$ cat src/include/audio_defs.svh
// Sizing macros for the audio output path, included by the RTL and the testbench
`ifndef AUDIO_DEFS_SVH
`define AUDIO_DEFS_SVH

////////////////////
// Sample format
////////////////////

`define AUDIO_SAMPLE_W     15   // Signed chipset sample, per channel

////////////////////
// Switch inputs
////////////////////

`define AUDIO_SYNC_STAGES  2    // Flops per switch synchronizer

////////////////////
// Buffering and rate
////////////////////

`define AUDIO_FIFO_DEPTH   4    // Stereo entries, power of two
`define AUDIO_DAC_DIV      16   // Clocks between DAC sample ticks

`endif
$ cat src/hdl/audio_pkg.sv
// Sample arithmetic for the audio path, called through audio_pkg:: scoped names
`include "audio_defs.svh"

package audio_pkg;

  ////////////////////
  // Channel blend
  ////////////////////

  // Three quarters of own channel plus a quarter of the other one.
  // Worst case stays inside the signed range, so no saturation needed.
  function automatic logic signed [`AUDIO_SAMPLE_W-1:0] blend(
    input logic signed [`AUDIO_SAMPLE_W-1:0] a,  // Own channel
    input logic signed [`AUDIO_SAMPLE_W-1:0] b   // Opposite channel
  );
    logic signed [`AUDIO_SAMPLE_W-1:0] a_q;      // a / 4, rounded down
    logic signed [`AUDIO_SAMPLE_W-1:0] b_q;      // b / 4, rounded down
    a_q = a >>> 2;
    b_q = b >>> 2;
    return a - a_q + b_q;
  endfunction

  ////////////////////
  // DAC number format
  ////////////////////

  // Two's complement to offset binary, midscale sits at 0x4000
  function automatic logic [`AUDIO_SAMPLE_W-1:0] to_offset(
    input logic signed [`AUDIO_SAMPLE_W-1:0] s   // Signed sample
  );
    return {~s[`AUDIO_SAMPLE_W-1], s[`AUDIO_SAMPLE_W-2:0]};  // Flip sign bit only
  endfunction

endpackage

$ cat src/hdl/sample_fifo_if.sv
// Read side bundle of the sample FIFO, FIFO drives data and status, DAC drives pop
`timescale 1ns/100ps
`include "audio_defs.svh"

interface sample_fifo_if;

  logic                       rd_pop;    // Remove oldest entry this edge
  logic [`AUDIO_SAMPLE_W-1:0] rd_left;   // Oldest entry, left channel
  logic [`AUDIO_SAMPLE_W-1:0] rd_right;  // Oldest entry, right channel
  logic                       rd_empty;  // No entry present

  // Buffer side
  modport fifo (
    input  rd_pop,
    output rd_left,
    output rd_right,
    output rd_empty
  );

  // Consumer side, pops only on its own rate tick
  modport dac (
    output rd_pop,
    input  rd_left,
    input  rd_right,
    input  rd_empty
  );

endinterface

$ cat src/hdl/audio_out_top.sv
// Audio output path top, mixer into sample FIFO into sigma-delta DAC on the 28 MHz clock
`timescale 1ns/100ps
`include "audio_defs.svh"

module audio_out_top (
  input  logic                       i_clk_28,       // 28 MHz clock
  input  logic                       i_rst,          // Sync reset, active high
  input  logic                       i_exchan,       // Swap switch, async
  input  logic                       i_mix,          // Mix switch, async
  input  logic                       i_sample_stb,   // Chipset sample strobe
  input  logic [`AUDIO_SAMPLE_W-1:0] i_ldata,        // Chipset left sample
  input  logic [`AUDIO_SAMPLE_W-1:0] i_rdata,        // Chipset right sample
  output logic                       o_dac_stb,      // Parallel pair strobe
  output logic [`AUDIO_SAMPLE_W-1:0] o_dac_left,     // Parallel left sample
  output logic [`AUDIO_SAMPLE_W-1:0] o_dac_right,    // Parallel right sample
  output logic                       o_audio_left,   // Sigma-delta left
  output logic                       o_audio_right,  // Sigma-delta right
  output logic                       o_overflow      // Dropped sample pulse
);

  ////////////////////
  // Internal signals
  ////////////////////

  logic                       mix_push;   // Mixer write strobe
  logic [`AUDIO_SAMPLE_W-1:0] mix_left;   // Mixed pair into FIFO
  logic [`AUDIO_SAMPLE_W-1:0] mix_right;

  sample_fifo_if rd_if ();                // FIFO to DAC read side

  ////////////////////
  // Modules
  ////////////////////

  channel_mixer channel_mixer_inst (
    .i_clk_28     (i_clk_28     ),
    .i_rst        (i_rst        ),
    .i_exchan     (i_exchan     ),  // Swap left/right
    .i_mix        (i_mix        ),  // Centered blend
    .i_sample_stb (i_sample_stb ),
    .i_ldata      (i_ldata      ),
    .i_rdata      (i_rdata      ),
    .o_push       (mix_push     ),
    .o_left       (mix_left     ),
    .o_right      (mix_right    )
  );

  sample_fifo sample_fifo_inst (
    .i_clk_28     (i_clk_28     ),
    .i_rst        (i_rst        ),
    .i_push       (mix_push     ),
    .i_left       (mix_left     ),
    .i_right      (mix_right    ),
    .o_overflow   (o_overflow   ),  // Full, pair lost
    .rd           (rd_if.fifo   )
  );

  sigma_delta_dac sigma_delta_dac_inst (
    .i_clk_28     (i_clk_28     ),
    .i_rst        (i_rst        ),
    .rd           (rd_if.dac    ),
    .o_dac_stb    (o_dac_stb    ),  // Toward codec shifter
    .o_dac_left   (o_dac_left   ),
    .o_dac_right  (o_dac_right  ),
    .o_audio_left (o_audio_left ),
    .o_audio_right(o_audio_right)
  );

endmodule

$ cat src/hdl/sigma_delta_dac.sv
// Sigma-delta DAC, pops one pair per rate tick, strobes it out in parallel, and modulates
`timescale 1ns/100ps
`include "audio_defs.svh"

module sigma_delta_dac (
  input  logic                       i_clk_28,       // 28 MHz clock
  input  logic                       i_rst,          // Sync reset, active high
  sample_fifo_if.dac                 rd,             // Read side of sample FIFO
  output logic                       o_dac_stb,      // New held pair, toward codec
  output logic [`AUDIO_SAMPLE_W-1:0] o_dac_left,     // Held left sample
  output logic [`AUDIO_SAMPLE_W-1:0] o_dac_right,    // Held right sample
  output logic                       o_audio_left,   // Left bitstream
  output logic                       o_audio_right   // Right bitstream
);

  localparam int DIV_W = $clog2(`AUDIO_DAC_DIV);  // Rate counter bits

  ////////////////////
  // Internal signals
  ////////////////////

  logic [DIV_W-1:0]                 div_cnt;    // Free-running rate counter
  logic                             tick;       // One cycle per DAC period
  logic [1:0][`AUDIO_SAMPLE_W-1:0]  fifo_word;  // Oldest pair, index 0 is left

  ////////////////////
  // Rate tick
  ////////////////////

  always_ff @(posedge i_clk_28) begin
    if (i_rst) begin
      div_cnt <= '0;
    end else if (tick) begin
      div_cnt <= '0;                   // Period restart
    end else begin
      div_cnt <= div_cnt + DIV_W'(1);
    end
  end

  assign tick = (div_cnt == DIV_W'(`AUDIO_DAC_DIV - 1));

  ////////////////////
  // FIFO read and strobe
  ////////////////////

  assign rd.rd_pop = tick & ~rd.rd_empty;    // Empty tick keeps old hold
  assign fifo_word = {rd.rd_right, rd.rd_left};

  always_ff @(posedge i_clk_28) begin
    if (i_rst) begin
      o_dac_stb <= 1'b0;
    end else begin
      o_dac_stb <= rd.rd_pop;                // Marks fresh hold values
    end
  end

  ////////////////////
  // Hold and modulators
  ////////////////////

  // Same first-order loop per channel, index 0 left, 1 right
  for (genvar ch = 0; ch < 2; ch++) begin : g_chan
    logic [`AUDIO_SAMPLE_W-1:0] hold;        // Sample under conversion
    logic [`AUDIO_SAMPLE_W:0]   acc;         // MSB is registered carry

    always_ff @(posedge i_clk_28) begin
      if (i_rst) begin
        hold <= '0;                          // Midscale after to_offset
        acc  <= '0;
      end else begin
        if (rd.rd_pop) begin
          hold <= fifo_word[ch];
        end
        // Carry out drops back to zero on the next add
        acc <= {1'b0, acc[`AUDIO_SAMPLE_W-1:0]} + {1'b0, audio_pkg::to_offset($signed(hold))};
      end
    end
  end

  assign o_dac_left    = g_chan[0].hold;
  assign o_dac_right   = g_chan[1].hold;
  assign o_audio_left  = g_chan[0].acc[`AUDIO_SAMPLE_W];   // Density follows level
  assign o_audio_right = g_chan[1].acc[`AUDIO_SAMPLE_W];

  // Strobe only ever follows a rate tick
  a_stb_after_tick : assert property (
    @(posedge i_clk_28) disable iff (i_rst)
    o_dac_stb |-> $past(tick)
  ) else $error("sigma_delta_dac: strobe without preceding tick");

endmodule

$ cat src/hdl/sample_fifo.sv
// Stereo sample FIFO between chipset rate and DAC rate, drops and flags pushes when full
`timescale 1ns/100ps
`include "audio_defs.svh"

module sample_fifo (
  input  logic                       i_clk_28,    // 28 MHz clock
  input  logic                       i_rst,       // Sync reset, active high
  input  logic                       i_push,      // Write strobe from mixer
  input  logic [`AUDIO_SAMPLE_W-1:0] i_left,      // Left sample to store
  input  logic [`AUDIO_SAMPLE_W-1:0] i_right,     // Right sample to store
  output logic                       o_overflow,  // One cycle, push was dropped
  sample_fifo_if.fifo                rd           // Read side toward DAC
);

  localparam int PTR_W = $clog2(`AUDIO_FIFO_DEPTH);      // Pointer bits
  localparam int CNT_W = $clog2(`AUDIO_FIFO_DEPTH + 1);  // Count up to depth

  ////////////////////
  // Internal signals
  ////////////////////

  logic [`AUDIO_SAMPLE_W-1:0] left_mem  [`AUDIO_FIFO_DEPTH];  // Left channel store
  logic [`AUDIO_SAMPLE_W-1:0] right_mem [`AUDIO_FIFO_DEPTH];  // Right channel store
  logic [PTR_W-1:0]           wr_ptr;                         // Next free slot
  logic [PTR_W-1:0]           rd_ptr;                         // Oldest entry
  logic [CNT_W-1:0]           count;                          // Entries held
  logic                       full;
  logic                       wr_en;                          // Accepted push
  logic                       rd_en;                          // Accepted pop

  assign full  = (count == CNT_W'(`AUDIO_FIFO_DEPTH));
  assign wr_en = i_push & ~full;         // Full means drop, no back-pressure
  assign rd_en = rd.rd_pop & ~rd.rd_empty;

  ////////////////////
  // Storage
  ////////////////////

  always_ff @(posedge i_clk_28) begin
    if (wr_en) begin
      left_mem[wr_ptr]  <= i_left;
      right_mem[wr_ptr] <= i_right;
    end
  end

  assign rd.rd_left  = left_mem[rd_ptr];   // Oldest entry always visible
  assign rd.rd_right = right_mem[rd_ptr];
  assign rd.rd_empty = (count == '0);

  ////////////////////
  // Pointers and count
  ////////////////////

  always_ff @(posedge i_clk_28) begin
    if (i_rst) begin
      wr_ptr     <= '0;
      rd_ptr     <= '0;
      count      <= '0;
      o_overflow <= 1'b0;
    end else begin
      o_overflow <= i_push & full;         // Flag each lost pair
      if (wr_en) begin
        wr_ptr <= wr_ptr + PTR_W'(1);      // Wraps, depth is power of two
      end
      if (rd_en) begin
        rd_ptr <= rd_ptr + PTR_W'(1);
      end
      case ({wr_en, rd_en})
        2'b10:   count <= count + CNT_W'(1);
        2'b01:   count <= count - CNT_W'(1);
        default: count <= count;           // Idle or simultaneous
      endcase
    end
  end

  // DAC must respect the empty flag
  a_no_pop_empty : assert property (
    @(posedge i_clk_28) disable iff (i_rst)
    rd.rd_pop |-> !rd.rd_empty
  ) else $error("sample_fifo: pop while empty");

  // Occupancy bookkeeping stays within the buffer
  a_count_bound : assert property (
    @(posedge i_clk_28) disable iff (i_rst)
    count <= CNT_W'(`AUDIO_FIFO_DEPTH)
  ) else $error("sample_fifo: count above depth");

endmodule

$ cat src/hdl/channel_mixer.sv
// Channel mixer, synchronizes the swap and mix switches and registers each strobed pair
`timescale 1ns/100ps
`include "audio_defs.svh"

module channel_mixer (
  input  logic                       i_clk_28,      // 28 MHz clock
  input  logic                       i_rst,         // Sync reset, active high
  input  logic                       i_exchan,      // Swap left/right, async level
  input  logic                       i_mix,         // Centered blend, async level
  input  logic                       i_sample_stb,  // New chipset sample pair
  input  logic [`AUDIO_SAMPLE_W-1:0] i_ldata,       // Left chipset sample
  input  logic [`AUDIO_SAMPLE_W-1:0] i_rdata,       // Right chipset sample
  output logic                       o_push,        // One cycle write strobe
  output logic [`AUDIO_SAMPLE_W-1:0] o_left,        // Mixed left sample
  output logic [`AUDIO_SAMPLE_W-1:0] o_right        // Mixed right sample
);

  ////////////////////
  // Internal signals
  ////////////////////

  logic [`AUDIO_SYNC_STAGES-1:0] exchan_sync;  // Swap switch chain
  logic [`AUDIO_SYNC_STAGES-1:0] mix_sync;     // Mix switch chain
  logic                          exchan;       // Synced swap setting
  logic                          mix;          // Synced mix setting
  logic [`AUDIO_SAMPLE_W-1:0]    swap_l;       // After swap
  logic [`AUDIO_SAMPLE_W-1:0]    swap_r;
  logic [`AUDIO_SAMPLE_W-1:0]    mix_l;        // After optional blend
  logic [`AUDIO_SAMPLE_W-1:0]    mix_r;

  ////////////////////
  // Switch synchronizers
  ////////////////////

  always_ff @(posedge i_clk_28) begin
    if (i_rst) begin
      exchan_sync <= '0;                                                   // Both off
      mix_sync    <= '0;
    end else begin
      exchan_sync <= {exchan_sync[`AUDIO_SYNC_STAGES-2:0], i_exchan};      // Shift in
      mix_sync    <= {mix_sync[`AUDIO_SYNC_STAGES-2:0], i_mix};
    end
  end

  assign exchan = exchan_sync[`AUDIO_SYNC_STAGES-1];  // Last stage only
  assign mix    = mix_sync[`AUDIO_SYNC_STAGES-1];

  ////////////////////
  // Swap and blend
  ////////////////////

  assign swap_l = exchan ? i_rdata : i_ldata;  // Exchange channels
  assign swap_r = exchan ? i_ldata : i_rdata;

  // Each side keeps 3/4 of itself and takes 1/4 of the other
  assign mix_l = mix ? audio_pkg::blend($signed(swap_l), $signed(swap_r)) : swap_l;
  assign mix_r = mix ? audio_pkg::blend($signed(swap_r), $signed(swap_l)) : swap_r;

  ////////////////////
  // Output registers
  ////////////////////

  always_ff @(posedge i_clk_28) begin
    if (i_rst) begin
      o_push <= 1'b0;
    end else begin
      o_push <= i_sample_stb;  // Push one cycle after capture edge
    end
  end

  always_ff @(posedge i_clk_28) begin
    if (i_sample_stb) begin
      o_left  <= mix_l;        // Payload, only loaded on strobe
      o_right <= mix_r;
    end
  end

  // Back-to-back pushes need back-to-back chipset strobes
  a_push_spacing : assert property (
    @(posedge i_clk_28) disable iff (i_rst)
    (o_push && $past(o_push)) |-> ($past(i_sample_stb, 1) && $past(i_sample_stb, 2))
  ) else $error("channel_mixer: consecutive pushes without consecutive strobes");

endmodule

$ cat config.mk
export PLATFORM = sky130hd
export DESIGN_NAME = audio_out_top
export DESIGN_NICKNAME = d
export VERILOG_FILES = /design/src/hdl/audio_pkg.sv /design/src/hdl/sample_fifo_if.sv /design/src/hdl/audio_out_top.sv /design/src/hdl/sigma_delta_dac.sv /design/src/hdl/sample_fifo.sv /design/src/hdl/channel_mixer.sv
export VERILOG_INCLUDE_DIRS = /design/src /design/src/include
export SDC_FILE = /design/constraint.sdc
export NUM_CORES = 1
export LEC_CHECK = 0
export BUFFER_PORTS_ARGS = -buffer_cell sky130_fd_sc_hd__buf_2
export CORE_MARGIN = 2
export CORE_UTILIZATION = 45
export CTS_CLUSTER_DIAMETER = 30
export DETAILED_ROUTE_END_ITERATION = 8
export HOLD_SLACK_MARGIN = 0.08
export PLACE_DENSITY = 0.65
export SETUP_SLACK_MARGIN = 0.5
export SLEW_MARGIN = 20
export SYNTH_ARGS = -nofsm -noshare
export SYNTH_HDL_FRONTEND = slang
export SYNTH_HIERARCHICAL = 1
export SYNTH_SLANG_ARGS = --single-unit
$ cat constraint.sdc
create_clock -name i_clk_28 -period 10.5 [get_ports i_clk_28]
set_clock_uncertainty 0.15 [all_clocks]
set_input_delay 0.525 -clock i_clk_28 [delete_from_list [all_inputs] [get_ports i_clk_28]]
set_output_delay 0.525 -clock i_clk_28 [all_outputs]
set_load 0.01 [all_outputs]
Word-level counts from Yosys, hierarchy flattened
Memory sizes are Yosys's and may differ from the RTL's. A register that Yosys moved wholly into a read port is not among the register bits.
Cells that the tools add are included.

word-level totals
  register bits after elaboration = 80
  bits in writable memories = 120
  output and inout port bits = 34
  logic and storage cells = 48
  memories = 2

operators by class
  add/sub/neg operators = 11
  eq/ne operators = 4
  multiplexer cells = 7
  bitwise gates (word level) = 8
  reduce and logical (&&, ||, !) cells = 3

memories
  name                        depth  bits a word  read ports  clocked after memory_dff  write ports  RTL line           source
  sample_fifo_inst.left_mem   4      15           1           1                         1            sample_fifo.sv:22  logic [`AUDIO_SAMPLE_W-1:0] left_mem [`AUDIO_FIFO_DEPTH];
  sample_fifo_inst.right_mem  4      15           1           1                         1            sample_fifo.sv:23  logic [`AUDIO_SAMPLE_W-1:0] right_mem [`AUDIO_FIFO_DEPTH];

operators by type and width
  kind                   number
  $mux W15               4
  $add A15 B15 Y16       2
  $add A15 B13 Y15       2
  $sub A15 B13 Y15       2
  $pmux W3 S2            1
  $add A2 B1 Y2 const B  2
  $add A4 B1 Y4 const B  1
  $and A1 B1 Y1          4
  $eq A4 B4 Y1 const B   1
  $not A1 Y1             4
  $add A3 B1 Y3 const B  1
  $eq A3 B3 Y1 const B   1
  $logic_not A3 Y1       1
  $sub A3 B1 Y3 const B  1
  $eq A2 B1 Y1 const B   1
  $eq A2 B2 Y1 const B   1
  $mux W1                2
  $reduce_bool A2 Y1     1
  $reduce_or A2 Y1       1

Depth between registers and ports, before layout
  depth in word-level cells = 6
  depth in mapped cells = 14

Modules after synthesis
The synthesis kept the hierarchy.

by module, submodules not included
  module           instances  cells each  area an instance (um2)  seq. area each (um2)
  sample_fifo      1          211         4830.9                  3803.6
  channel_mixer    1          442         3985.1                  1001.0
  sigma_delta_dac  1          388         3333.2                  1341.3

Worst setup path before layout
No wires, ideal clock.

  kind = register to register
  from = reg channel_mixer_inst.exchan_sync[1]
  to = reg channel_mixer_inst.o_right[11] (data pin)
  library setup time = 266 ps
  arrival time = 3229 ps
  required time = 10084 ps
  setup slack = 6856 ps
  stages on the path, launching flop included = 13
  buffers on the path = 2
  period minus slack after synthesis = 3644 ps
  cell sequence = dfxtp_1 -> buf_2 -> buf_2 -> mux2i_1 -> inv_1 -> fa_1 -> inv_1 -> ha_1 -> a21oi_1 -> o211ai_1 -> a21boi_0 -> nor4b_1 -> nor3_1

between the ends
  cells in the longest elaborated chain, start to end = 4
  elaborated cells between the ends (all ways) = 5

ends and longest elaborated chain
  what                                    RTL line             source
  start, declared                         channel_mixer.sv:22  logic [`AUDIO_SYNC_STAGES-1:0] exchan_sync;
  start signal, assigned                  channel_mixer.sv:40  exchan_sync <= {exchan_sync[`AUDIO_SYNC_STAGES-2:0], i_exchan};
  $mux W15                                channel_mixer.sv:53  assign swap_r = exchan ? i_ldata : i_rdata;
  $sub A15 B13 Y15                        audio_pkg.sv:20      return a - a_q + b_q;
  $add A15 B13 Y15                        audio_pkg.sv:20
  $mux W15 *                              channel_mixer.sv:57  assign mix_r = mix ? audio_pkg::blend($signed(swap_r), $signed(swap_l)) : swap_r;
  named net channel_mixer_inst.mix_r[11]  channel_mixer.sv:29  logic [`AUDIO_SAMPLE_W-1:0] mix_r;
  end signal, assigned                    channel_mixer.sv:74  o_right <= mix_r;
  end, declared                           channel_mixer.sv:15  output logic [`AUDIO_SAMPLE_W-1:0] o_right

Mark *: on every way through the listed nets, which the timed path passes. The rest lies on a longest branch.
A chain may end at the register's enable or synchronous reset.

Worst setup path in the final report
Same ends and word-level chain as after synthesis.

==> impl_metrics.csv <==
group,metric,value,unit
outcome,outcome,"complete, no violations",
placement,place_congestion,0.868,
critical_path,reg2reg_depth,11,
detailed_routing,drc_errors,0,
timing,tns,0,ps
yosys,synth_edf_count,150,
global_route,grt_pass1_wl,40700,µm
clock_tree,h-tree-depth,2,
global_route,grt_pass1_vias,7957,
cells_and_area,num-nets-final,1261,
power,leakagePower,0.00584,µW
yosys,synth_top_area_share,37.1,%
critical_path,crit_fanout,30,
clock_tree,clkSlewWorstSetupHoldPaths,50,ps
global_route,antenna_found_initial,0,
critical_path,endpoint_kind,"register",
worst_hold_path,hold_class,"in2reg",
cells_and_area,seq_area,6150,µm²
clock_tree,clock_latency,530,ps
critical_path,crit_type,"reg2reg",
power,power.density,206,nW/µm²
yosys,ys_async_sr_fraction,0,%
yosys,syn_inst,1041,
critical_path,timing.rr.start,"channel_mixer_inst/exchan_sync[1]$_SDFF_PP0_",
cells_and_area,multi_input_area,5460,µm²
floorplan,die_x,168,µm
yosys,syn_area_per_cell,11.7,µm²
critical_path,required,10620,ps
yosys,synth.top_cells.by_area,"edfxtp_1 37%, dfxtp_1 14%, ha_1 6.9%, mux4_2 5.6%, fa_1 4.9%",
detailed_routing,vias_per_cell,5.34,
placement,place_ws,6560,ps
clock_tree,post_cts_buffers,0,
placement,dp.cells,1417,
critical_path,crit_path_end,"channel_mixer_inst/o_right[11]$_DFFE_PP_",
cells_and_area,antenna_cells,0,
floorplan,core-area,26700,µm²
detailed_routing,dr.pass1.iters,5,
timing,rsz0062_at_grt,"no",
timing,hold_viol,0,
timing,setup_viol,0,
cells_and_area,fin_cells,1511,
cells_and_area,drive_gt1_share,20.2,%
cells_and_area,fill_cells,2274,
critical_path,startpoint_type,"register",
critical_path,timing.rr.end,"channel_mixer_inst/o_right[11]$_DFFE_PP_",
critical_path,crit_arrival,4050,ps
floorplan,start_util,45.5,%
clock_tree,cts-buffers-inserted,49,
timing,period_share,37.4,%
global_route,overflow,0,
power,ir_drop,0.107,mV
worst_hold_path,hold_path_depth,2,
yosys,ys_types,71,
floorplan,rows,60,
detailed_routing,postRouteAntennaNets,0,
placement,dp_hpwl,16900,µm
floorplan,die_area,28300,µm²
timing,relSlewSlack,40.2,%
detailed_routing,post_drt_wl_per_cell,16.2,µm
detailed_routing,first_iter_violations,518,
detailed_routing,num_vias,8071,
yosys,ys.flop_type,"edfxtp_1",
yosys,yosysTopAreaCell,"edfxtp_1",
flow_run,cap_violations,0,
clock_tree,cts_buffer_depth,3,
floorplan,num_io_pins,69,
yosys,synth_seq_cells,232,
global_route,grt_max_degree,64,
timing,worst_slack,6570,ps
clock_tree,cts_tree,"built",
yosys,yosysWarnings,6,
timing,layout_min_cycle_time,3930,ps
cells_and_area,synthToLayoutAreaGrowth,19.9,%
yosys,synthesis.area,12100,µm²
yosys,synth-seq-area-share,50.6,%
detailed_routing,drt_wl_total,24500,µm
critical_path,regToRegSetupSlack,6570,ps
yosys,synthesis.nets,1173,
timing,drv_slew,0,
critical_path,worstSetupStartpoint,"channel_mixer_inst/exchan_sync[1]$_SDFF_PP0_",
timing,max_freq,255,MHz
global_route,track_usage,17.7,%
placement,numPortBuffers,68,
timing,worstMarginPinSlew,892,ps
clock_tree,cts.sinks,232,
clock_tree,root_buffer,"clkbuf_16",
floorplan,die_y,168,µm
## synthesized netlist by cell type (9+ instances only)
cell / n
nand2_1: 93
nor2_1: 70
nor3_1: 12
a21o_1: 15
o21ai_0: 29
mux4_2: 30
nand3_1: 9
a21oi_1: 95
fa_1: 30
buf_2: 10
nor2b_1: 17
xor2_1: 20
mux2_2: 22
edfxtp_1: 150
ha_1: 67
dfxtp_1: 82
clkbuf_1: 21
mux2i_1: 18
inv_1: 97
xnor2_1: 21
## per-stage QoR
stage	power (µW)	hold slack, ps	area (µm²)	util (%)
after floorplan	1330	264	12100	-
after global placement	1420	291	12800	47.8
after detailed placement	1430	294	12800	47.8
after CTS	3040	283	14600	54.5
after global routing	3140	309	14600	54.5
final	3010	287	14600	54.5
## layer usage
metal / vias to the layer above / part of all wire (%) / GRT usage (%)
met3: 36 / 5.4 / 3.22
met1: 3866 / 47 / 25.3
met2: 209 / 46 / 28.1
met4: 0 / 1.6 / 4.42
met5: - / 0 / 0
li1: 3960 / - / -
## repair_timing
item | 4_1_cts | 5_1_grt
gates resized for setup | 0 | 0
endpoints found under the hold margin | 2 | 0
hold buffers | 2 | 0
## final cells by class
type	count	area share, %
sequential	232	42.2
inverter	98	2.53
multi-input combinational	673	37.5
clock buffer	55	8.93
clock inverter	37	3.14
tap	341	2.93
timing repair buffer	75	2.73
## worst min-delay path by stage
| stage | start | slack, ps | endpoint |
|---|---|---|---|
| after floorplan | channel_mixer_inst/exchan_sync[0]$_SDFF_PP0_ | 260 | channel_mixer_inst/exchan_sync[1]$_SDFF_PP0_ |
| after global placement | channel_mixer_inst/mix_sync[0]$_SDFF_PP0_ | 290 | channel_mixer_inst/mix_sync[1]$_SDFF_PP0_ |
| after detailed placement | channel_mixer_inst/exchan_sync[0]$_SDFF_PP0_ | 290 | channel_mixer_inst/exchan_sync[1]$_SDFF_PP0_ |
| after CTS | i_rst | 280 | sample_fifo_inst/count[0]$_SDFFE_PP0P_ |
| after global routing | i_rdata[1] | 310 | channel_mixer_inst/o_right[1]$_DFFE_PP_ |
| final | i_rst | 290 | register |
## layout by cell type, fill, tap and decap left out, drive strengths merged, types with 6 or more instances in the layout
cell      netlist  final
nand3           9      9
clkbuf         22     55
nor3           12     12
clkinvlp        0      7
a21boi          7      7
edfxtp        150    150
dfxtp          82     82
nand4           8      8
nand2          93     93
mux2           23     23
a21o           15     15
buf            16     73
xor2           20     20
nand2b          6      6
nor2b          17     17
clkinv          1     13
and3            8      8
mux2i          18     18
a31oi           8      8
a211oi          7      7
fa             30     30
mux4           30     30
a21oi         100    100
bufinv          0      7
inv            97    108
nor2           70     70
xnor2          21     21
o21ai          31     31
ha             67     67
## critical path: stages (launching register included)
cell and delay [ps]:
dfxtp_1 300, buf_4 370, mux2i_1 540, inv_1 130
fa_1 600, inv_1 60, ha_1 280, a21oi_1 260
o211ai_1 210, a21boi_0 340, nor4b_1 290, nor3_1 100
## where the power goes
part	internal [µW]	switching, µW
sequential	1010	18.6
clock	1080	515
combinational	151	229
## sequential cells by signal, summed over array words and instances (netlist names), 3 cells and up, named ones only
register                          flops
sample_fifo_inst/right_mem           60
sigma_delta_dac_inst/o_dac_right     15
channel_mixer_inst/o_right           15
sample_fifo_inst/count                3
sigma_delta_dac_inst/o_dac_left      15
sigma_delta_dac_inst/div_cnt          4
channel_mixer_inst/o_left            15
sample_fifo_inst/left_mem            60
sigma_delta_dac_inst/g_chan.acc      32
## cells by family (layout without fill, tap and decap cells)
family / Yosys count / in the layout / share of synthesized area (%)
flip-flops: 232 / 232 / 50.6
XOR/XNOR: 41 / 41 / 2.96
adder cells (fa/ha/maj): 97 / 97 / 11.8
AO/OA/AOI/OAI: 212 / 212 / 11.3
AND/OR/NAND/NOR: 252 / 252 / 9.64
multiplexers: 71 / 71 / 9.21
buffers and inverters: 136 / 265 / 4.50
No activity file was read; power rests on OpenSTA's default activity.
